### src/rtl/pdp8_pkg.sv
// Word types, sequencer states and opcode constants shared by the PDP-8 core; import in each block.
package pdp8_pkg;

    // ==============================
    // words and fields
    // ==============================
    typedef logic [0:11] word_t;     // bit 0 is the most significant bit, as on the PDP-8.
    typedef logic [0:11] addr_t;
    typedef logic [0:2]  opcode_t;

    localparam int mem_words = 4096;

    // ==============================
    // major states
    // ==============================
    typedef enum logic [2:0] {
        st_halt,
        st_fetch,
        st_defer,
        st_exec,
        st_write,
        st_panel
    } major_state_t;

    // ==============================
    // major opcodes
    // ==============================
    localparam opcode_t op_and = 3'd0;
    localparam opcode_t op_tad = 3'd1;
    localparam opcode_t op_isz = 3'd2;
    localparam opcode_t op_dca = 3'd3;
    localparam opcode_t op_jms = 3'd4;
    localparam opcode_t op_jmp = 3'd5;
    localparam opcode_t op_iot = 3'd6;
    localparam opcode_t op_opr = 3'd7;

endpackage

### src/rtl/oper2.sv
// Group-2 operate decode; gives the skip and halt requests at the end of each fetch.
`timescale 1ns/10ps

module oper2 (
    input  logic                   clk,
    input  pdp8_pkg::major_state_t state,
    input  pdp8_pkg::word_t        instruction,
    input  pdp8_pkg::word_t        ac,
    input  logic                   link,
    output logic                   skip,
    output logic                   halt_req
);

    import pdp8_pkg::*;

    logic phase;      // high in the second cycle of fetch.
    logic group2;
    logic cond;

    always_ff @(posedge clk)
    begin
        phase <= (state == st_fetch) && !phase;
    end

    assign group2 = (state == st_fetch) && phase && (instruction[0:2] == op_opr)
                    && instruction[3] && !instruction[11];

    // SMA, SZA and SNL look at AC before any CLA of the same word.
    assign cond = (instruction[5] && ac[0]) || (instruction[6] && ac == 12'd0)
                  || (instruction[7] && link);

    assign skip     = group2 && (cond ^ instruction[8]);   // bit 8 gives SPA, SNA, SZL.
    assign halt_req = group2 && instruction[10];

endmodule

### config.mk
export PLATFORM = sky130hd
export DESIGN_NAME = oper2
export DESIGN_NICKNAME = d
export VERILOG_FILES = /design/src/rtl/pdp8_pkg.sv /design/src/rtl/oper2.sv
export SDC_FILE = /design/constraint.sdc
export NUM_CORES = 1
export LEC_CHECK = 0
export BUFFER_PORTS_ARGS = -buffer_cell sky130_fd_sc_hd__buf_2
export CORE_AREA = 2 2 39 41
export DETAILED_ROUTE_END_ITERATION = 8
export DIE_AREA = 0 0 41 43
export GPL_TIMING_DRIVEN = 0
export PLACE_DENSITY = 0.41
export SYNTH_ARGS = -nofsm -noshare
export SYNTH_HDL_FRONTEND = slang
export SYNTH_SLANG_ARGS = --single-unit
### constraint.sdc
create_clock -name clk -period 1.7 [get_ports clk]
set_clock_uncertainty 0.1 [all_clocks]
set_input_delay 0.34 -clock clk [delete_from_list [all_inputs] [get_ports clk]]
set_output_delay 0.34 -clock clk [all_outputs]
set_load 0.02 [all_outputs]
* Word-level counts from Yosys, hierarchy flattened *
Cells that the tools add are included.

operators by class
  multiply operators = 0
  $lt $le $gt $ge = 0
  shift-type cells = 0
  divide/modulo/power cells = 0
  reductions and logical operators = 15
  eq/ne operators = 2
  bitwise operators = 1
  mux-type cells = 0
  add/subtract/negate cells = 0

operators by type and width
  operator                                       number
  logical NOT 12 bit                             1
  logical AND 1 bit                              10
  == test 3 x 1 -> 1 bit, second input constant  1
  == test 3 bit, second input constant           1
  logical NOT 1 bit                              2
  logical OR 1 bit                               2
  bitwise XOR 1 bit                              1

storage, ports and cells
  bits in writable memories = 0
  memories = 0
  latch bits = 0
  bits of input ports = 29
  output and inout bits = 2
  ROM bits = 0
  logic and storage cells = 19
  flip-flop bits (word level) = 1

* Depth between registers and ports, before layout *
Gate-level depths: netlist of the first run.

  depth in word-level cells = 6
  mapped depth = 4
  depth with buffers taken out = 4

* Worst setup path after synthesis of the first run *
OpenSTA, ideal clock, no wires.

  path kind = input to output
  from = input port state[2]
  to = output port skip
  cell stages on the path = 4
  slack = -49 ps
  path buffers = 0
  data required time = 1260 ps
  arrival time = 1309 ps
  cells stage by stage = nor2_1 nand2_1 or4_4 nor3b_2

between the ends
  word-level cells in the longest chain between the ends = 6

ends and longest elaborated chain
  item                            line         source
  start, declared                 oper2.sv:6   input pdp8_pkg::major_state_t state,
  == test 3 x 1 -> 1 bit          oper2.sv:25  assign group2 = (state == st_fetch) && phase && (instruction[0:2] == op_opr)
  logical AND 1 bit (2 in a row)  oper2.sv:25
  logical AND 1 bit (2 in a row)  oper2.sv:26  && instruction[3] && !instruction[11];
  logical AND 1 bit               oper2.sv:32  assign skip = group2 && (cond ^ instruction[8]);
  end, declared                   oper2.sv:10  output logic skip,

No other way between the ends.

* Final worst setup path of the first run *
Same ends and word-level chain as after synthesis.

==> flow_summary.toml, run 1 <==
[status]
status = "complete, but fails checks"
violations = "negative setup slack"

[worst_setup_path]
crit_path_frequent_cell = "buf_6"
cp_slowest_stage_delay_ps = 520
required_ps = 1260
crit_start = "state[2]"
end_kind = "primary output"
r2r-start = "phase"
worstPathCellList = "buf_6 -> nor2_4 -> nand2_2 -> or4_4 -> nor3b_4 -> buf_6"
slowest_stage = "or4_4"
start_kind = "input pin"
crit_fanout = 2
reg2reg_slack_ps = 1140
cp.arrival_ps = 1430
worstSetupPathType = "input pin to primary output"

[synth]
synth_enable_flop_cells = 0
synth_ff_type = "dfxtp_1"
synth_nets = 47
synth-seq-cells = 1
yosysSeqAreaShare = 0.162
yosysWarnings = 0
synth_top_area_share = 0.162
synth_simple_gate_area_frac = 0.667
postSynthAreaPerCell_sq_um = 6.88
synth_top_cell_by_area = "dfxtp_1"
netlist_area_sq_um = 124
synth_top_family_by_area = "simple AND/OR/NAND/NOR gates"
synth-async-reset-ratio = 0
synthCells = 18
yosysMostFrequentCell = "nor2_1"
synthXorXnorAreaFrac = 0
synthMuxAreaShare = 0
ys_types = 13
synth_compound_area_frac = 0.111
synthTopCellsByCount = "nor2_1, inv_1, nor3_1"
synthAdderAreaFrac = 0
netlist_top_cells_area = "dfxtp_1, nor2_1, nor3b_2"

[placement]
place_hpwl_um = 445
placed_area_sq_um = 293
gp_congestion = 0.590
port_buffers = 28

[timing]
fmax_mhz = 536
rsz0062_at_grt = "true"
finalSetupTns_ps = -244
whs_ps = 304
min_period_ps = 1870
slew_viol_final = 0
worstMarginPinSlew_ps = 326
period_share = 1.10
hold_viol_final = 0
fin_ws_ps = -167
setup_viol = 2
slew_headroom = 0.781

[layout]
fin_nets = 77
largest_reg_flops = 1
postLayoutCellArea_sq_um = 339
drive_gt1_frac = 0.739
top_register = "phase"
largest_registers = "phase (1)"
n_antenna_cell = 0
final_core_util = 0.245
area_delta_synth_final_pct = 174

[power]
intPower_mw = 0.0558
p_leak_nw = 0.165
pwr-share-seq = 0.350
p_clk_frac = 0
cellPowerDensity_mw_per_mm2 = 214
comb_power_share = 0.650
power_switching_mw = 0.0168
max-vdd-ir-drop_mv = 0.0554
power_switching_share = 0.232
p_total_mw = 0.0726

[floorplanning]
die_area_sq_mm = 0.00176
num_io_pins = 31
num_rows = 14
die_h_um = 43
core_sq_mm = 0.00138
start_util = 0.0895
die_w_um = 41

[grt]
grt_remaining_overflow = 0
grt_pass1_wl_um = 752
grt_pass1_vias = 220
grt_max_degree = 3
grt_usage = 0.0560
antenna_found_initial = 0

[hold_path]
hold_start = "phase"
hold_path.class = "flip-flop to flip-flop"

[routing]
vias = 233
post_drt_wl_per_cell_um = 7.61
vias_per_cell = 3.76
drt-pass1-iter-count = 2
ant_nets = 0
first_iter_violations = 4
drt_wl_total_um = 472
drc_errors = 0

[run]
maxCapViolations = 0

[cts]
clkSlewWorstSetupHoldPaths_ps = 0
clk_latency_ps = 0
==> per-stage QoR <==
step           std cells  worst slack (ps)
2_1_floorplan         18             -13.6
3_3_place_gp          62              -202
3_5_place_dp          62              -204
4_1_cts               62              -175
5_1_grt               62              -245
6_report              62              -167
==> power by group through the flow <==
| stage | registers [mW] | logic (mW) | clock network, mW |
|---|---|---|---|
| finish | 0.0254 | 0.0472 | 0 |
| global route | 0.0255 | 0.0525 | 0 |
| CTS | 0.0254 | 0.0417 | 0 |
| detailed placement | 0.0254 | 0.0402 | 0 |
| global placement | 0.0253 | 0.0395 | 0 |
| floorplan | 0.0253 | 0.0102 | 0 |
==> cells in the final DEF (no fill, tap or decap), types with 2 or more instances in the layout <==
master	instances
buf_2	24
buf_6	4
nor2_1	2
nor3_1	2
inv_1	2
nor2_4	2
==> cell type report <==
cell class	count	area (sq um)
fill	160	1040
inverter	2	7.51
multi-input combinational	15	126
sequential	1	20.0
tap	16	20.0
timing repair buffer	28	165
==> layer usage <==
layer | GRT usage | part of all wire
met5 | 0 | 0
met4 | 0 | 0
met3 | 0 | 0.10
met2 | 0.109 | 0.53
met1 | 0.0667 | 0.36
==> path summary, 6_finish.rpt <==
path,cells past startpoint,to
worst max-delay path,6,skip
worst min-delay path,1,phase
worst max register to register,1,phase
worst min register to register,1,phase
==> timing repair <==
action                                  in CTS  in global routing
pin swaps                                    0                  1
hold buffers                                 0                  0
setup buffers                                0                  0
gates resized for setup                      4                  7
endpoints found under the setup margin       2                  2
==> worst max-delay path, delay by kind of cell <==
| family | cells | cell delay (ps) |
|---|---|---|
| AND/OR/NAND/NOR | 4 | 860 |
| buffers and inverters | 2 | 240 |
==> kinds of logic after synthesis <==
logic type,after synthesis
DFF,1
and+or+nand+nor,13
buffers and inverters,2
AOI/OAI and AO/OA,2
(Power assumes the default switching activity.)
==> inputs of run 2 (changes only) <==
- CELL_PAD_IN_SITES_DETAIL_PLACEMENT: not set -> 0
- CELL_PAD_IN_SITES_GLOBAL_PLACEMENT: not set -> 1
- CTS_BUF_LIST: not set -> sky130_fd_sc_hd__clkbuf_4 sky130_fd_sc_hd__clkbuf_8
- PLACE_DENSITY: 0.41 -> 0.71
- REMOVE_ABC_BUFFERS: not set -> 1
==> flow_summary.toml, run 2 (synthesis results as in run 1) <==
[layout]
final_common_cell = "buf_2"
largest_registers = "phase (1)"
postLayoutCellArea_sq_um = 304
mostFrequentLayoutCells = "buf_2, nor2_1, nor3_1, inv_1, buf_4"
drive_gt1_frac = 0.696
largest_reg_flops = 1
n_antenna_cell = 0
top_register = "phase"
final_cells = 62
fin_nets = 77
area_delta_synth_final_pct = 145

[status]
violations = "negative setup slack"
status = "complete, but fails checks"

[routing]
first_iter_violations = 0
drt-pass1-iter-count = 1
vias_per_cell = 3.89
ant_nets = 0
vias = 241
drt_wl_total_um = 448
post_drt_wl_per_cell_um = 7.23
drc_errors = 0

[power]
p_leak_nw = 0.158
max-vdd-ir-drop_mv = 0.117
p_total_mw = 0.0668
cellPowerDensity_mw_per_mm2 = 220

[grt]
grt_max_degree = 3
grt_pass1_wl_um = 627
grt_pass1_vias = 206
grt_usage = 0.0470
grt_remaining_overflow = 0
antenna_found_initial = 0

[floorplanning]
die_w_um = 41
core_sq_mm = 0.00138
num_rows = 14
start_util = 0.0895
num_io_pins = 31
die_h_um = 43
die_area_sq_mm = 0.00176

[timing]
slew_viol_final = 0
period_share = 1.08
fmax_mhz = 546
min_period_ps = 1830
rsz0062_at_grt = "true"
worstMarginPinSlew_ps = 202
setup_viol = 2
hold_viol_final = 0
finalSetupTns_ps = -201
fin_ws_ps = -132
slew_headroom = 0.863

[cts]
cts_hold_buf = 0
clk_latency_ps = 0
post_cts_buffers = 0
clkSlewWorstSetupHoldPaths_ps = 0

[placement]
place_hpwl_um = 437
port_buffers = 28
dpl.cell_count = 62
gp_congestion = 0.614
placed_area_sq_um = 284
place_ws_ps = -168

[worst_setup_path]
worstPathCellList = "buf_6 -> nor2_2 -> nand2_1 -> or4_4 -> nor3b_2 -> buf_4"
slowest_stage = "or4_4"
worstSetupPathType = "input pin to primary output"
cp.arrival_ps = 1390
end_kind = "primary output"
start_kind = "input pin"
cp_slowest_stage_delay_ps = 490
crit_fanout = 2
required_ps = 1260

[hold_path]
hold_path.class = "flip-flop to flip-flop"

[run]
maxCapViolations = 0
==> run 2: cell types whose count changed in the layout (fill, tap and decap cells not counted) <==
cell / previous run / this run
nor2_1: 2 / 3
buf_4: 0 / 2
buf_6: 4 / 1
buf_2: 24 / 25
nor3b_2: 0 / 1
nor2_4: 2 / 0
nor2_2: 0 / 1
nor3b_4: 1 / 0
nand2_2: 1 / 0
nand2_1: 0 / 1
==> run 2: worst paths after layout <==
path	start	end	slack (ps)	depth (start not counted)
max	state[2]	skip	-130	6
max reg2reg	phase	phase	1140	1
min reg2reg	phase	phase	300	1
min	phase	phase	300	1
==> run 2: critical path: cells and delay by family <==
family / cells / cell delay (ps)
buffers and inverters: 2 / 250
AND/OR/NAND/NOR: 4 / 800
==> run 2: repair_timing <==
item	in CTS	in global routing
resized for setup	3	2
pin swaps	1	1
cloned	0	0
setup endpoints to repair	2	2
==> run 2: final cells by class <==
type,count,area (sq um)
fillers,159,1080
multi-input cells,15,105
well taps,16,20.0
flip-flops and latches,1,20.0
repair buffers,28,151
inverters,2,7.51
==> run 2: power breakdown <==
part | total, mW | switching (mW) | internal (mW)
registers | 0.0253 | 0.000412 | 0.0249
clock network | 0 | 0 | 0
logic | 0.0415 | 0.0134 | 0.0280
total | 0.0668 | 0.0138 | 0.0529
==> run 2: per-layer routing <==
metal / vias to the layer above / global-route usage / wire length (um)
met1: 100 / 0.0446 / 156
met2: 17 / 0.103 / 215
met3: 0 / 0 / 77
li1: 124 / - / -
met4: 0 / 0 / 0
met5: - / 0 / 0
==> run 2: per-stage QoR <==
step,util,hold slack (ps)
final,0.220,301
after global routing,0.220,313
after CTS,0.213,304
after detailed placement,0.205,304
after global placement,0.205,298
after floorplan,-,291
