## src/rtl/pdp8_pkg.sv

```systemverilog
// Word types, sequencer states and opcode constants shared by the PDP-8 core; import in each block.
package pdp8_pkg;

    // ==============================
    // words and fields
    // ==============================
    typedef logic [0:11] word_t;     // bit 0 is the most significant bit, as on the PDP-8.
    typedef logic [0:11] addr_t;
    typedef logic [0:2]  opcode_t;

    localparam int mem_words = 4096;

    // ==============================
    // major states
    // ==============================
    typedef enum logic [2:0] {
        st_halt,
        st_fetch,
        st_defer,
        st_exec,
        st_write,
        st_panel
    } major_state_t;

    // ==============================
    // major opcodes
    // ==============================
    localparam opcode_t op_and = 3'd0;
    localparam opcode_t op_tad = 3'd1;
    localparam opcode_t op_isz = 3'd2;
    localparam opcode_t op_dca = 3'd3;
    localparam opcode_t op_jms = 3'd4;
    localparam opcode_t op_jmp = 3'd5;
    localparam opcode_t op_iot = 3'd6;
    localparam opcode_t op_opr = 3'd7;

endpackage

```

## src/rtl/ac.sv

```systemverilog
// Accumulator unit; executes AND, TAD, DCA, the ISZ increment and group-1 and group-2 operate.
`timescale 1ns/10ps

module ac (
    input  logic                   clk,
    input  logic                   arst_n,
    input  pdp8_pkg::major_state_t state,
    input  logic                   first_cycle,
    input  pdp8_pkg::word_t        instruction,
    input  pdp8_pkg::word_t        mb,
    input  pdp8_pkg::word_t        sr,
    input  logic                   clear_cmd,
    output pdp8_pkg::word_t        ac,
    output logic                   link,
    output logic                   isz_zero,
    output pdp8_pkg::word_t        isz_data
);

    import pdp8_pkg::*;

    opcode_t     op_q;
    logic [0:12] tad_sum;     // bit 0 is the carry.
    logic [0:12] grp1;
    word_t       grp2;

    // group-1 microinstructions on {link, ac}, in PDP-8 order.
    function automatic logic [0:12] operate1(input word_t ir, input logic [0:12] lac);
        logic [0:12] v;
        v = lac;
        if (ir[4])
            v[1:12] = '0;
        if (ir[5])
            v[0] = 1'b0;
        if (ir[6])
            v[1:12] = ~v[1:12];
        if (ir[7])
            v[0] = ~v[0];
        if (ir[11])
            v = v + 13'd1;        // a carry out of AC complements the link.
        if (ir[8])
            v = {v[12], v[0:11]};
        if (ir[8] && ir[10])
            v = {v[12], v[0:11]};
        if (ir[9])
            v = {v[1:12], v[0]};
        if (ir[9] && ir[10])
            v = {v[1:12], v[0]};
        return v;
    endfunction

    assign tad_sum  = {1'b0, ac} + {1'b0, mb};
    assign grp1     = operate1(instruction, {link, ac});
    assign grp2     = (instruction[4] ? 12'd0 : ac) | (instruction[9] ? sr : 12'd0);
    assign isz_data = mb + 12'd1;
    assign isz_zero = (op_q == op_isz) && (isz_data == 12'd0);

    always_ff @(posedge clk or negedge arst_n)
    begin
        if (!arst_n)
        begin
            ac   <= '0;
            link <= 1'b0;
            op_q <= op_and;
        end
        else
        begin
            case (state)
                st_halt:
                    if (clear_cmd)
                    begin
                        ac   <= '0;
                        link <= 1'b0;
                    end
                st_fetch:
                    if (!first_cycle)
                    begin
                        op_q <= instruction[0:2];
                        if (instruction[0:2] == op_opr && !instruction[3])
                            {link, ac} <= grp1;
                        else if (instruction[0:2] == op_opr && !instruction[11])
                            ac <= grp2;           // CLA and OSR of group 2.
                    end
                st_exec:
                    if (!first_cycle && op_q == op_and)
                        ac <= ac & mb;
                    else if (!first_cycle && op_q == op_tad)
                    begin
                        ac   <= tad_sum[1:12];
                        link <= link ^ tad_sum[0];
                    end
                st_write:
                    if (op_q == op_dca)
                        ac <= '0;
                default: ;
            endcase
        end
    end

endmodule

```

## config.mk

```make
export PLATFORM = sky130hd
export DESIGN_NAME = ac
export DESIGN_NICKNAME = d
export VERILOG_FILES = /design/src/rtl/pdp8_pkg.sv /design/src/rtl/ac.sv
export SDC_FILE = /design/constraint.sdc
export NUM_CORES = 1
export LEC_CHECK = 0
export ABC_CLOCK_PERIOD_IN_PS = 3800
export BUFFER_PORTS_ARGS = -buffer_cell sky130_fd_sc_hd__buf_2
export CORE_MARGIN = 8
export CORE_UTILIZATION = 55
export CTS_CLUSTER_SIZE = 24
export DETAILED_ROUTE_END_ITERATION = 6
export PLACE_DENSITY = 0.81
export RECOVER_POWER = 100
export SLEW_MARGIN = 20
export SYNTH_ARGS = -nofsm -noshare
export SYNTH_HDL_FRONTEND = slang
export SYNTH_SLANG_ARGS = --single-unit
export TNS_END_PERCENT = 5
```

## constraint.sdc

```tcl
create_clock -name clk -period 3.8 [get_ports clk]
set_clock_uncertainty 0.1 [all_clocks]
set_input_delay 0.57 -clock clk [delete_from_list [all_inputs] [get_ports clk]]
set_output_delay 0.57 -clock clk [all_outputs]
set_load 0.01 [all_outputs]
```

# Yosys cells after proc, flatten, opt, wreduce, memory -nomap -nowiden
# Cells that the tools add are included.
[op_classes]
reduce_logical = 18
n_addsub = 3
eq_ne = 15
n_mux = 24
bitwise_logic = 6
[op_table]
columns = ["operator", "count"]
rows = [
  ["12-bit 2-to-1 mux", 10],
  ["13-bit 2-to-1 mux", 5],
  ["12-bit case mux with 4 select lines", 1],
  ["12-bit by 12-bit adder with 13-bit output", 1],
  ["13-bit by 1-bit adder with 13-bit output, second input constant", 1],
  ["12-bit by 1-bit adder with 12-bit output, second input constant", 1],
  ["12-bit AND", 1],
  ["12-bit logical NOT", 1],
  ["2-bit inequality test, second input constant", 6],
  ["12-bit inverter", 1],
  ["12-bit OR", 1],
  ["6-bit AND reduction", 2],
  ["3-bit by 2-bit equality test with 1-bit output, second input constant", 3],
  ["1-bit logical AND", 7],
  ["1-bit 2-to-1 mux", 7],
  ["3-bit by 1-bit equality test with 1-bit output, second input constant", 2],
  ["3-bit equality test, second input constant", 2],
  ["3-bit logical NOT", 2],
  ["3-bit inequality test, second input constant", 2],
  ["4-bit nonzero test", 1],
  ["1-bit logical NOT", 3],
  ["1-bit case mux with 3 select lines", 1],
  ["3-bit nonzero test", 1],
  ["1-bit inverter", 2],
  ["2 further kinds", 2],
]
[totals]
word_cells = 69
input_bits = 43
ff_bits = 16

# Logic depth before layout (Yosys ltp)
[depth]
depth_word = 12
depth_mapped = 12

# Least setup slack after synthesis
# No wires, ideal clock.
[synth_timing]
path_kind = "input to output"
from = "input mb[0]"
to = "output isz_zero"
n_path_buf = 0
cell_stages = 6
setup_slack_ns = 0.584
arrival_time_ns = 2.546
path_cell_list = "ha_1 > xor2_1 > or4_1 > or4_1 > or4_1 > nor4_1"
[synth_between]
elab_chain_cells = 3
[synth_rtl]
columns = ["item", "line_no", "rtl"]
rows = [
  ["from (decl)", "ac.sv:10", "input pdp8_pkg::word_t mb,"],
  ["12-bit by 1-bit adder with 12-bit output", "ac.sv:54", "assign isz_data = mb + 12'd1;"],
  ["named net isz_data[2]", "ac.sv:16", "output pdp8_pkg::word_t isz_data"],
  ["12-bit logical NOT", "ac.sv:55", "assign isz_zero = (op_q == op_isz) && (isz_data == 12'd0);"],
  ["1-bit logical AND", "ac.sv:55", ""],
  ["to (decl)", "ac.sv:15", "output logic isz_zero,"],
]
# The timed path passes the listed nets, and every way through them passes these cells.

# Worst setup path after layout
[layout_timing]
from = "input mb[0]"
to = "output isz_zero"
[layout_between]
elab_chain_cells = 3
[layout_rtl]
columns = ["item", "line_no"]
rows = [
  ["12-bit by 1-bit adder with 12-bit output", "ac.sv:54"],
  ["12-bit logical NOT", "ac.sv:55"],
  ["1-bit logical AND", "ac.sv:55"],
]
# Every way passes these cells.

==> results.txt <==
* Total Die Area: 8350 um^2
- After synthesis the netlist holds a flip-flop and latch count of 16.
- Largest buffer count on any clock path: 2
* Clock period minus final worst setup slack: about 3.5 ns
- Pwr/cell area: 334 nW/um^2
- Post-cts resize count: 0
- During placement, the flow inserted port buffers numbering 68.
* Cell taking the most area after synthesis: sky130_fd_sc_hd__dfrtp_1
- Per report_power, the clock group accounts for 13.6% of the total.
- Area share of and/or/nand/nor cells after synthesis: 27.3%
- Clock H-tree levels: 1
- In the layout the commonest cells are sky130_fd_sc_hd__a21oi_1, sky130_fd_sc_hd__nand2_1, sky130_fd_sc_hd__buf_2.
- Number of inserted diodes: 0
- Once the floorplan was initialized, standard cells occupied 56.7% of the core.
- DRC violations left: 0
- Compared with the post-synthesis result, the final layout area differs by 12.5%.
- Class of the tightest hold or removal check: in2async
- TritonCTS buffer count: 3
- Placed cell count: between 500 and 600
- Max-cap violations in this run came to 0.
- Drt pass-1 iters: 6
* Count of synthesis-stage warnings from yosys: 0
- Sequential power share: 26.2%
- Final count of negative-setup-slack endpoints: 0
* Xor-xnor portion of the synthesized cell area: 8.97%
- Dividing the final minimum period by the clock period gives 92.9%.
- The initial antenna violation count came to 0.
- Pre-CTS worst setup slack: 0.258 ns
- The core region is 5510 um^2.
- Run status: complete, no violations
* Proportion of layout cells with a drive suffix above 1: 13.4%
* Post-DP HPWL: about 8.8 mm
- Post-route non-filler standard cell count: 579
- Adder-cell area share of the yosys netlist: 6.65%
- Post-route setup TNS: 0 ns
- Among all flip-flop cells after synthesis, the most frequent one is sky130_fd_sc_hd__dfrtp_1.
- CP Cell Sequence: buf_2, ha_1, xor2_1, or4_1, or4_1, or4_1, nor4_1, clkbuf_1
* Most repeated library cell on the critical path: sky130_fd_sc_hd__or4_1
- When the netlist entered floorplanning its net count stood at 513.
* Crit path required time: around 3.1 ns
* Count of different cell masters after synthesis: between 60 and 70
- Number of buffers added for setup after CTS: 0
- Pin placement for this block handled 69 I/O pins.
* Clk sinks: 16
* Clock Latency Late Sink: 0.26 ns
* Worst Path Buf+Inv: 2
- Of the total power, combinational logic draws 60.2%.
* CTS tree: built
- The cell count after synthesis came out at approximately 450.
- Clock-pin slew was measured on the worst setup and hold paths at 0.07 ns.
- Post-route setup slack: 0.270 ns
* Start-to-end type of the worst setup path: in2out
* Gr usage total: 26.0%
- At the pin with the least slew margin, the transition time is 0.929 ns.
- Summing over every cut layer, the via total after detailed routing is 3943.
* Synth top area cells: sky130_fd_sc_hd__dfrtp_1, sky130_fd_sc_hd__a21oi_1, sky130_fd_sc_hd__xnor2_1
- At the end of the flow, the number of nets in the layout was 567.
- Number of rows created at floorplan: 27
* Maximum number of pins on one net before global-route repair: 26
* Routed length per instance: 19.4 um
* Syn Std Cell Area: 3120 um^2
- Measured along the y axis, the die boundary spans about 90 um.
- Synth Area per Inst: 6.88 um^2
- The number of failing hold endpoints at the final stage is 0.
- The first global-routing pass estimated 18.2 mm of wire.
- Library cell used as clock root buffer: sky130_fd_sc_hd__clkbuf_8
- In this design, the largest share of critical-path delay is due to simple AND/OR/NAND/NOR gates.
- For this run, the top clock speed supported by timing is 283 MHz.
- The share of the Yosys chip area taken by registers is 12.8%.
* Total wire length after detailed routing: ~11 mm
- Number of buffers added to fix hold violations after cts: 0
- Drt first-iter violations: 386
* Placed instance area: between 3000 and 4000 um^2
- After synthesis, the largest area contributor takes up 12.8% of total cell area.
* Antenna Violating Nets Remaining: 0
- Portion of netlist area occupied by mux cells: 4.01%
- Setup repair after global routing missed its margin: no
* Element type at the critical path start: primary input
- Design Area, Final: 3510 um^2
- At the end of routability-driven placement, the weighted congestion stood at approximately 0.96.
* Most common cell after layout, fill and taps aside: sky130_fd_sc_hd__a21oi_1
- Along the worst path, the maximum fanout reaches 5.
- Measured along the x axis, the die boundary spans 91.4 um.
- Post-synth EDFFs: 0
- Library cell contributing the largest single delay on the critical path: sky130_fd_sc_hd__or4_1
- Ys async rst share: 100%
- Count of final max-slew check failures: 0
- Overall power consumption after layout is estimated at 1.17 mW.
- Worst path arrival time: 2.86 ns
- In the routed layout, each cell is associated on average with a via count of 6.81.
- The number of global-route vias before repair is about 3.7k.
- Compound-cell area share of the yosys netlist: 34.4%
- In this run the static leakage power is 1.41 nW.
- Slowest stage delay, CP: 0.48 ns
- The analysis attributes to net switching a power of a little under 600 uW.
- Combinational family with the most area after synthesis: compound AO/OA/AOI/OAI gates
- The worst pin sits at a relative slew slack of approximately two fifths.
- The worst setup path is captured at an output pin.
* Worst IR Drop VDD: around 0.23 mV
* Overflow left after global routing: 0
* Share of total power consumed by net switching: roughly half
- Internal power component: 595 uW
## power by group through the flow
stage | sequential (mW) | clock (mW) | combinational, mW
after global routing | 0.316 | 0.168 | 0.780
after CTS | 0.303 | 0.160 | 0.706
after floorplan | 0.271 | 0 | 0.524
after detailed placement | 0.307 | 0 | 0.701
after global placement | 0.306 | 0 | 0.685
final | 0.308 | 0.160 | 0.707
## final cells by class
class	instances	area (um^2)
sequential	16	400
timing repair buffer	75	359
clock buffer	4	55.1
multi-input combinational	394	2540
inverter	18	67.6
fill	511	1990
tap	72	90.1
## final timing paths
| kind | from | depth (start not counted) | slack [ns] | end |
|---|---|---|---|---|
| worst max-delay path | mb[0] | 8 | 0.27 | isz_zero |
| worst min-delay path | arst_n | 1 | 0.32 | ac[4]$_DFFE_PN0P_ |
| worst max register to register | ac[0]$_DFFE_PN0P_ | 11 | 0.34 | ac[8]$_DFFE_PN0P_ |
| worst min register to register | op_q[2]$_DFFE_PN0P_ | 1 | 0.48 | op_q[2]$_DFFE_PN0P_ |
| max in group asynchronous | arst_n | 1 | 2.71 | link$_DFFE_PN0P_ |
| min in group clk | instruction[10] | 2 | 0.46 | op_q[1]$_DFFE_PN0P_ |
## routing by layer
metal	global-route usage [%]	up-vias	routed length [um]	share of wire, %
li1	-	1814	-	-
met1	32.3	1847	4540	40
met2	41.9	240	5160	46
met3	5.84	42	1040	9.3
met4	11.3	0	471	4.2
met5	0	-	0	0
## flip-flops by register name, indices dropped and copies added (netlist names)
signal / flops
op_q: 3
link: 1
ac: 12
## cells by family (layout without fill, tap and decap cells)
family / after synthesis / after routing
buffers and inverters: 44 / 97
adders and majority gates: 16 / 16
and+or+nand+nor: 168 / 168
xor gates and xnor gates: 32 / 32
AOI/OAI and AO/OA: 166 / 166
muxes: 12 / 12
DFF: 16 / 16
## synth_stat cells (4+ instances only)
cell and n:
sky130_fd_sc_hd__dfrtp_1 16, sky130_fd_sc_hd__or3_1 4, sky130_fd_sc_hd__inv_1 16, sky130_fd_sc_hd__xnor2_1 24, sky130_fd_sc_hd__nor2_1 34, sky130_fd_sc_hd__buf_2 7, sky130_fd_sc_hd__and3_1 8, sky130_fd_sc_hd__nor3_1 7
sky130_fd_sc_hd__a22oi_1 4, sky130_fd_sc_hd__or4_1 5, sky130_fd_sc_hd__nand4_1 4, sky130_fd_sc_hd__nand3_1 20, sky130_fd_sc_hd__o211ai_1 10, sky130_fd_sc_hd__clkbuf_1 17, sky130_fd_sc_hd__mux2_2 4, sky130_fd_sc_hd__nand2b_1 9
sky130_fd_sc_hd__a31oi_1 12, sky130_fd_sc_hd__a211oi_1 5, sky130_fd_sc_hd__a21oi_1 46, sky130_fd_sc_hd__nor2b_1 13, sky130_fd_sc_hd__mux2i_1 8, sky130_fd_sc_hd__and2_1 5, sky130_fd_sc_hd__a221oi_1 4, sky130_fd_sc_hd__xor2_1 8
sky130_fd_sc_hd__nand2_1 43, sky130_fd_sc_hd__nor4_1 5, sky130_fd_sc_hd__o21ai_0 37, sky130_fd_sc_hd__ha_1 15, sky130_fd_sc_hd__o31ai_1 6, sky130_fd_sc_hd__a21o_1 4
## metrics by stage
stage,util [%],hold slack [ns]
5_1_grt,63.8,0.394
3_5_place_dp,63.4,0.412
3_3_place_gp,63.4,0.405
2_1_floorplan,-,0.174
4_1_cts,64.4,0.135
6_report,63.8,0.320
(Power assumes the default switching activity.)
