$ cat src/rtl/front_panel.sv
// Front panel key conditioning; feeds synchronized switch levels and command pulses to the core.
`timescale 1ns/10ps

module front_panel (
    input  logic clk,
    input  logic arst_n,
    input  logic addr_loadn,
    input  logic depn,
    input  logic examn,
    input  logic contn,
    input  logic clearn,
    input  logic haltn,
    input  logic single_stepn,
    output logic load_addr_cmd,
    output logic dep_cmd,
    output logic exam_cmd,
    output logic cont_cmd,
    output logic clear_cmd,
    output logic halt_sw,
    output logic step_sw
);

    logic [6:0] sync_q1;    // keys inverted, so a pressed key reads as one.
    logic [6:0] sync_q2;
    logic [4:0] prev_q;     // previous level of the five command keys.
    logic [4:0] pulse_q;

    always_ff @(posedge clk or negedge arst_n)
    begin
        if (!arst_n)
        begin
            sync_q1 <= '0;
            sync_q2 <= '0;
            prev_q  <= '0;
            pulse_q <= '0;
        end
        else
        begin
            sync_q1 <= ~{addr_loadn, depn, examn, contn, clearn, haltn, single_stepn};
            sync_q2 <= sync_q1;
            prev_q  <= sync_q2[6:2];
            pulse_q <= sync_q2[6:2] & ~prev_q;    // one cycle per press.
        end
    end

    assign load_addr_cmd = pulse_q[4];
    assign dep_cmd       = pulse_q[3];
    assign exam_cmd      = pulse_q[2];
    assign cont_cmd      = pulse_q[1];
    assign clear_cmd     = pulse_q[0];
    assign halt_sw       = sync_q2[1];
    assign step_sw       = sync_q2[0];

endmodule

$ cat config.mk
export PLATFORM = sky130hd
export DESIGN_NAME = front_panel
export DESIGN_NICKNAME = d
export VERILOG_FILES = /design/src/rtl/front_panel.sv
export SDC_FILE = /design/constraint.sdc
export NUM_CORES = 1
export LEC_CHECK = 0
export ABC_AREA = 1
export BUFFER_PORTS_ARGS = -buffer_cell sky130_fd_sc_hd__buf_2
export CORE_MARGIN = 4
export CORE_UTILIZATION = 40
export DETAILED_ROUTE_END_ITERATION = 16
export HOLD_SLACK_MARGIN = 0.06
export SLEW_MARGIN = 0
export SYNTH_ARGS = -nofsm -noshare
export SYNTH_HDL_FRONTEND = slang
export SYNTH_SLANG_ARGS = --single-unit
$ cat constraint.sdc
create_clock -name clk -period 0.83 [get_ports clk]
set_clock_uncertainty 0.2 [all_clocks]
set_input_delay 0.083 -clock clk [delete_from_list [all_inputs] [get_ports clk]]
set_output_delay 0.083 -clock clk [all_outputs]
set_load 0.005 [all_outputs]
## Yosys cells after proc, flatten, opt, wreduce, memory -nomap -nowiden

Cells that the tools add are included.

| storage, ports and cells | value |
|---|---|
| bits in registers | 24 |
| input port bits | 9 |
| output and inout bits | 7 |
| logic and storage cells | 7 |

| cells by class | value |
|---|---|
| bitwise gates (word level) | 3 |

Operators by type and width:

| cell | count |
|---|---|
| 7-bit NOT | 1 |
| 5-bit AND | 1 |
| 5-bit NOT | 1 |

## Logic depth before layout (Yosys ltp)

Gate-level depths: netlist of the first run.

| logic depth | value |
|---|---|
| depth after elaboration | 2 |
| depth in mapped cells | 2 |

## Worst setup path before layout of the first run

OpenSTA, ideal clock, no wires.

| path | value |
|---|---|
| kind | register to register |
| start | register sync_q2[2] |
| end | register pulse_q[0] |
| setup time | 0.114 ns |
| arrival | 0.434 ns |
| setup slack | 0.082 ns |
| cell stages (with the launch flop) | 3 |
| path buffers | 0 |
| path through | dfrtp_1 inv_1 nor2_2 |

| between the ends | value |
|---|---|
| cells in the longest elaborated chain, start to end | 1 |

Ends and longest elaborated chain:

| element | line | RTL |
|---|---|---|
| from (decl) | 24 | `logic [6:0] sync_q2;` |
| from (signal assigned) | 40 | `sync_q2 <= sync_q1;` |
| 5-bit AND | 42 | `pulse_q <= sync_q2[6:2] & ~prev_q;` |
| to (signal assigned) | 42 |  |
| to (decl) | 26 | `logic [4:0] pulse_q;` |

No other way between the ends.

## Worst setup path after layout of the first run

| path | value |
|---|---|
| start | register sync_q2[1] |
| end | output halt_sw |

RTL lines:

| element | line | RTL |
|---|---|---|
| to (decl) | 19 | `output logic halt_sw,` |

No word-level cell between the ends.

==> results of run 1 <==
path summary, 6_finish.rpt:
path                       startpoint         end  depth (start not counted)
setup / recovery           sync_q2[1]     halt_sw                          1
hold / removal                 arst_n  sync_q2[1]                          3
setup reg to reg           sync_q2[6]  pulse_q[4]                          2
hold reg to reg            sync_q1[2]  sync_q2[2]                          0
max in group asynchronous      arst_n   prev_q[1]                          3
min in group clk           sync_q1[2]  sync_q2[2]                          0
cells in the final DEF, fill, tap and decap left out, drive strengths merged:
master        n
dfrtp        24
buf          16
inv          12
dlygate4sd3   8
nor2          5
clkbuf        3
stage by stage:
stage | total power, W | hold WS (ps) | cells
detailed placement | 0.00136 | -171 | 73
CTS | 0.00186 | 20.0 | 84
finish | 0.00182 | 29.7 | 84
floorplan | 0.00129 | -413 | 41
global route | 0.00194 | 30.6 | 84
global placement | 0.00136 | -172 | 73
routing by layer:
layer,vias up,GRT usage,wire (µm)
met1,154,0.102,320
met3,3,0.0275,62
met2,14,0.121,342
li1,170,-,-
met5,-,0,0
met4,0,0.0711,29
cells in the mapped netlist:
master | number | area share
nor2_2 | 5 | 0.046
dfrtp_1 | 24 | 0.89
inv_1 | 12 | 0.067
state kept, by name, indices dropped and copies added (netlist names):
name and count:
sync_q2 7, prev_q 5, pulse_q 5, sync_q1 7
final cells by class:
class                   count  area, µm²
fillers                   123        664
flip-flops and latches     24        601
repair buffers             24        175
inverters                  12       45.0
multi-input cells           5       31.3
clock buffers               3       22.5
well taps                  16       20.0
kinds of logic (layout without fill, tap and decap cells):
kind of cell	Yosys count	after routing	share of synthesized area
buf+inv	12	39	0.0665
flops	24	24	0.887
simple gates	5	5	0.0462
power breakdown:
group / switching (W) / leakage, nW / total (W) / internal [W]
Clock: 0.000287 / 0.0138 / 0.000456 / 0.000169
Sequential: 0.0000175 / 0.286 / 0.00124 / 0.00123
Combinational: 0.0000500 / 0.180 / 0.000118 / 0.0000675
Total: 0.000355 / 0.479 / 0.00182 / 0.00146
repair_timing:
action / in CTS / in global routing
setup endpoints to repair: 7 / 7
cloned: 0 / 0
setup buffers: 0 / 0
hold endpoints to repair: 31 / 24
pin swaps: 0 / 0
==> summary.md, run 1 <==
| Metric | Value |
|---|---|
| Number of global-route vias before repair | 324 |
| Peak fanout along the critical path | 1 |
| ANT cells | 0 |
| CTS Buf Count | 3 |
| Die Footprint | 0.00241 mm² |
| Via density | 4.06 |
| Max clock buf depth | 2 |
| Via Count | 341 |
| Post-CTS sizing | 0 |
| Sequential area share after synthesis | 0.887 |
| Worst skew pair latency | 290 ps |
| Setup crit start kind | flop |
| CTS clk-pin slew, worst paths | between 100 and 150 ps |
| Fin crit period | approximately 1100 ps |
| YS warnings | 0 |
| Placed Area | approximately 800 µm² |
| Setup TNS | -1660 ps |
| Syn-to-layout area delta | 32.2% |
| Syn Area/Cell | 16.5 µm² |
| Layout cell share with drive strength beyond 1 | 0.353 |
| Remaining DRCs | 0 |
| TritonRoute pass-1 iters | 1 |
| Syn nets | 50 |
| Finished Core Util | 0.574 |
| Initial Util | 0.434 |
| Largest delay contributor family on the critical path | flip-flops |
| Core Area | 0.00156 mm² |
| CTS tree | done |
| Pwr/cell area | just over 2000 mW/mm² |
| Crit-path max cell delay | 370 ps |
| Max Freq | 933 MHz |
| Violated checks | negative setup slack |
| Post-layout net count | 79 |
| VDD IR max | 1.16 mV |
| RSZ-0062 raised after global routing | true |
| CTS Hold Bufs | 8 |
| Post-Synthesis Cell Area | slightly below 700 µm² |
| Leak Pwr | approximately 0.48 nW |
| Total GRT Usage | 0.0843 |
| Final-report setup violation count | 7 |
| First-pass GRT wire length | roughly 1.4 mm |
| Worst Max-Slew Pin Slew | 124 ps |
| Max Cap Viol | 0 |
| Final hold vios | 0 |
| CTS root buf | clkbuf_4 |
| DR iter-0 viols | 0 |
| Io pins | 16 |
| GR Overflow Total | 0 |
| Largest net degree at the start of global routing | 25 |
| R2r setup slk | 50 ps |
| Critical Path End Type | output pin |
| Pre-CTS setup slack | 61.5 ps |
| # H-tree levels | 1 |
| CTS sink count | 24 |
| Arrival time at the worst endpoint | 790 ps |
| # rows | 14 |
| Status | finished, violations left |
| Tightest Hold Check Type | input port to async pin |
| Setup Crit Path Kind | flop to output pin |
| Final Max Slew Viols | 0 |
| PortBufs | 15 |
| Critical path, cell by cell | buf_2 |
| Worst path bufs/invs | 1 |
| Drt wl/cell | 8.98 µm |
| Final Cell Area | 895 µm² |
| Initial antenna violation count | 0 |
| Yosys reg bits | 24 |
| Die Ht | 49.1 µm |
| CP max-delay cell | dfrtp_1 |
| Worst path required time | 550 ps |
| Netlist cell types | 3 |
| Final worst slack | -242 ps |
| Cell count after synthesis | 41 |
| Final WL | 754 µm |
| Die W | 49.1 µm |
| Crit share post-route | 1.29 |
| Slew Limit Headroom | 0.917 |
| Routability Congestion | 0.641 |
| Antenna viol nets, final | 0 |
Power figures use the tool's default switching activity.
==> run 2, diff against run 1 <==
--- a/config.mk
+++ b/config.mk
@@ -8,7 +8,7 @@
 export ABC_AREA = 1
 export BUFFER_PORTS_ARGS = -buffer_cell sky130_fd_sc_hd__buf_2
 export CORE_MARGIN = 4
-export CORE_UTILIZATION = 40
+export CORE_UTILIZATION = 25
 export DETAILED_ROUTE_END_ITERATION = 16
 export HOLD_SLACK_MARGIN = 0.06
 export SLEW_MARGIN = 0
==> summary.md, run 2 (same netlist as run 1, synthesis figures left out) <==
| Metric | Value |
|---|---|
| Die Footprint | between 0.003 and 0.004 mm² |
| Leak Pwr | 0.486 nW |
| Final Max Slew Viols | 0 |
| Post-CTS Setup Bufs | 0 |
| Worst skew pair latency | 300 ps |
| Violated checks | negative setup slack |
| Worst r2r src | sync_q2[3] |
| TritonRoute pass-1 iters | 2 |
| Pre-CTS setup slack | 59.8 ps |
| Total GRT Usage | 0.0569 |
| Crit-path max cell delay | between 300 and 400 ps |
| Io pins | 16 |
| DR iter-0 viols | 3 |
| Critical Path End Type | output pin |
| CP max-delay cell | dfrtp_1 |
| Die W | 60.0 µm |
| CTS root buf | clkbuf_4 |
| M2 GR Usage | 0.0849 |
| Commonest non-fill, non-tap cell in the layout | dfrtp_1 |
| Setup crit start kind | flop |
| Fin cells | 99 |
| Core Area | 0.00252 mm² |
| Post-CTS sizing | 0 |
| Met3 GRT Util | 0.0238 |
| Max Freq | 914 MHz |
| CTS sink count | 24 |
| Arrival time at the worst endpoint | 810 ps |
| Pwr/cell area | roughly 2100 mW/mm² |
| Final hold vios | 0 |
| Via Count | 347 |
| Max clock buf depth | 2 |
| Number of global-route vias before repair | 367 |
| CTS Buf Count | 3 |
| Layout cell share with drive strength beyond 1 | 0.362 |
| Fin crit period | 1090 ps |
| Setup TNS | -1730 ps |
| Final WL | 795 µm |
| Worst path bufs/invs | 1 |
| DP Cell Count | 87 |
| RSZ-0062 raised after global routing | true |
| Placed Area | 810 µm² |
| Final Cell Area | 926 µm² |
| Critical path origin | sync_q2[1] |
| GR Overflow Total | 0 |
| PortBufs | 15 |
| VDD IR max | 1.17 mV |
| Initial antenna violation count | 0 |
| Via density | 3.51 |
| Antenna viol nets, final | 0 |
| Syn-to-layout area delta | 36.8% |
| Worst Max-Slew Pin Slew | 125 ps |
| Final worst slack | -265 ps |
| ANT cells | 0 |
| Largest regs | sync_q1 (7), sync_q2 (7) |
| Worst path required time | 550 ps |
| Die Ht | 60.0 µm |
| Routability Congestion | 0.561 |
| Slew Limit Headroom | 0.917 |
| Largest delay contributor family on the critical path | flip-flops |
| Grt met1 use | 0.0661 |
| # rows | 18 |
| Remaining DRCs | 0 |
| Drt wl/cell | 8.03 µm |
| GRT busiest layer | met2 |
| Largest net degree at the start of global routing | 25 |
| Critical path, cell by cell | buf_2 |
| Peak fanout along the critical path | 1 |
| Status | finished, violations left |
| CTS tree | done |
| Crit share post-route | 1.32 |
| Tightest Hold Check Type | input port to async pin |
| Post-layout net count | 79 |
| # H-tree levels | 1 |
| Most frequent cells in the layout | dfrtp_1, buf_2, inv_1 |
| CTS Hold Bufs | 8 |
| First-pass GRT wire length | 1.50 mm |
| Detailed Place HPWL | 557 µm |
| Max Cap Viol | 0 |
| Initial Util | 0.268 |
| Setup Crit Path Kind | flop to output pin |
| CTS clk-pin slew, worst paths | 120 ps |
| Final-report setup violation count | 7 |
## run 2: cell count changes in the layout (fill, tap and decap cells not counted)
cell	previous run	this run
clkbuf_8	0	1
## run 2: cell type report
type                       instances  area (µm²)
clock buffer                       4        36.3
fill                             252        1600
inverter                          12        45.0
tap                               30        37.5
multi-input combinational          5        31.3
timing repair buffer              24         175
sequential                        24         601
## run 2: tightest hold or removal path, stage by stage
cell and delay, ps:
dlygate4sd3_1 520, buf_2 120, buf_12 170
## run 2: worst paths after layout
kind	cells after the start	endpoint	slack (ps)
min in group clk	0	sync_q2[5]	160
worst min register to register	0	sync_q2[5]	160
worst min-delay path	3	sync_q1[1]	40
worst max-delay path	1	halt_sw	-260
worst max register to register	2	pulse_q[1]	50
max in group asynchronous	3	sync_q2[4]	260
## run 2: layer usage
metal | share of wire | vias to the layer above
li1 | - | 169
met1 | 0.40 | 166
met2 | 0.50 | 12
met3 | 0.099 | 0
met4 | 0 | 0
met5 | 0 | -
## run 2: through the flow
step / power [W] / util / hold slack [ps]
3_3_place_gp: 0.00136 / 0.321 / -176
3_5_place_dp: 0.00136 / 0.321 / -166
4_1_cts: 0.00197 / 0.367 / 29.5
5_1_grt: 0.00205 / 0.367 / 50.7
2_1_floorplan: 0.00129 / - / -413
6_report: 0.00194 / 0.367 / 36.0
## run 2: power by group
part | internal (W) | switching [W] | total (W)
logic | 0.0000674 | 0.0000497 | 0.000117
clock network | 0.000267 | 0.000308 | 0.000576
registers | 0.00123 | 0.0000185 | 0.00125
==> run 3, diff against run 2 <==
--- a/config.mk
+++ b/config.mk
@@ -7,7 +7,7 @@
 export LEC_CHECK = 0
 export ABC_AREA = 1
 export BUFFER_PORTS_ARGS = -buffer_cell sky130_fd_sc_hd__buf_2
-export CORE_MARGIN = 4
+export CORE_MARGIN = 3
 export CORE_UTILIZATION = 25
 export DETAILED_ROUTE_END_ITERATION = 16
 export HOLD_SLACK_MARGIN = 0.06
==> summary.md, run 3 (same netlist as run 1, synthesis figures left out) <==
| Metric | Value |
|---|---|
| Setup TNS | -1760 ps |
| Remaining DRCs | 0 |
| Antenna viol nets, final | 0 |
| TritonRoute pass-1 iters | 2 |
| Slew Limit Headroom | 0.915 |
| Routability Congestion | 0.601 |
| CTS clk-pin slew, worst paths | between 100 and 150 ps |
| Most frequent cells in the layout | dfrtp_1, buf_2, inv_1 |
| Worst path required time | approximately 550 ps |
| Die W | just under 60 µm |
| Commonest non-fill, non-tap cell in the layout | dfrtp_1 |
| RSZ-0062 raised after global routing | true |
| Setup Crit Path Kind | flop to output pin |
| Total Power | between 0.0015 and 0.002 W |
| Status | finished, violations left |
| Leak Pwr | ~0.5 nW |
| Max clock buf depth | 2 |
| Max Cap Viol | 0 |
| DP Cell Count | 87 |
| Initial antenna violation count | 0 |
| Io pins | 16 |
| Drt wl/cell | 8.36 µm |
| Final worst slack | -270 ps |
| Worst r2r src | sync_q2[4] |
| CTS Buf Count | 3 |
| Fin cells | 99 |
| Layout cell share with drive strength beyond 1 | 0.362 |
| Critical Path End Type | output pin |
| Post-layout net count | 79 |
| Final Max Slew Viols | 0 |
| Largest regs | sync_q1 (7), sync_q2 (7) |
| VDD IR max | about 1.1 mV |
| Die Footprint | 0.00337 mm² |
| Fin crit period | 1100 ps |
| Number of global-route vias before repair | 350 |
| Final hold vios | 0 |
| CTS root buf | clkbuf_4 |
| Final WL | 828 µm |
| Violated checks | negative setup slack |
| # rows | 18 |
| Pwr/cell area | 2100 mW/mm² |
| Detailed Place HPWL | 518 µm |
| Syn-to-layout area delta | 36.8% |
| Final-report setup violation count | 7 |
| Via density | 3.42 |
| PortBufs | 15 |
| Critical path, cell by cell | buf_2 |
| Arrival time at the worst endpoint | 820 ps |
| Critical path origin | sync_q2[0] |
| Die Ht | 58.0 µm |
| Largest delay contributor family on the critical path | flip-flops |
| CTS tree | done |
| CTS Hold Bufs | 8 |
| Post-CTS Setup Bufs | 0 |
| Worst skew pair latency | around 300 ps |
| Worst path bufs/invs | 1 |
| Via Count | approximately 340 |
| Crit share post-route | 1.33 |
| R2r setup slk | 40 ps |
| Setup crit start kind | flop |
| Peak fanout along the critical path | 1 |
| CP max-delay cell | dfrtp_1 |
| Worst Max-Slew Pin Slew | 127 ps |
| Max Freq | 909 MHz |
| GR Overflow Total | 0 |
| Total GRT Usage | 0.0592 |
| Fillers | 255 |
| Initial Util | 0.268 |
| First-pass GRT wire length | 1.43 mm |
| Tightest Hold Check Type | input port to async pin |
| Core Area | roughly 0.0025 mm² |
| Crit-path max cell delay | 390 ps |
| DR iter-0 viols | 3 |
| Largest net degree at the start of global routing | 25 |
| ANT cells | 0 |
| CTS sink count | 24 |
| # H-tree levels | 1 |
==> run 3: cell counts in the layout (fill, tap and decap cells not counted) <==
Identical to the previous run, type by type.
==> run 3: area by class of cell <==
cell class              instances  area (µm²)  share of cell area
inverters                      12        45.0              0.0486
repair buffers                 24         175               0.189
multi-input cells               5        31.3              0.0338
flip-flops and latches         24         601               0.649
clock buffers                   4        36.3              0.0392
well taps                      30        37.5              0.0405
==> run 3: what timing repair did <==
| action | 4_1_cts | 5_1_grt |
|---|---|---|
| resized for setup | 0 | 0 |
| endpoints found under the hold margin | 31 | 24 |
| setup endpoints to repair | 7 | 7 |
==> run 3: per-layer routing <==
layer  global-route usage  up-vias  wire (µm)
li1                     -      166          -
met1               0.0662      160        356
met2               0.0887       13        417
met3               0.0223        0         54
met4               0.0497        0          0
met5                    0        -          0
==> run 3: tightest hold or removal path, cell delays in order <==
cell and delay (ps):
dlygate4sd3_1 520, buf_2 120, buf_12 170
==> run 3: metrics by stage <==
step | cell area, µm² | worst slack (ps) | hold WS (ps) | util
2_1_floorplan | 677 | 82.0 | -413 | -
3_3_place_gp | 810 | 72.3 | -175 | 0.321
3_5_place_dp | 810 | 60.0 | -170 | 0.321
4_1_cts | 926 | -289 | 8.88 | 0.367
5_1_grt | 926 | -332 | 12.1 | 0.367
6_report | 926 | -270 | 24.2 | 0.367
==> run 3: worst paths after layout <==
kind / to / cells past startpoint
min: sync_q1[2] / 3
max reg2reg: pulse_q[2] / 2
max: step_sw / 1
min reg2reg: sync_q2[3] / 0
min in group clk: sync_q2[3] / 0
max in group asynchronous: sync_q1[6] / 3
==> run 3: power by group <==
part / internal, W / total (W) / switching (W) / leakage (nW)
Sequential: 0.00123 / 0.00125 / 0.0000191 / 0.286
Combinational: 0.0000674 / 0.000117 / 0.0000498 / 0.180
Clock: 0.000267 / 0.000582 / 0.000314 / 0.0210
Total: 0.00156 / 0.00195 / 0.000383 / 0.486
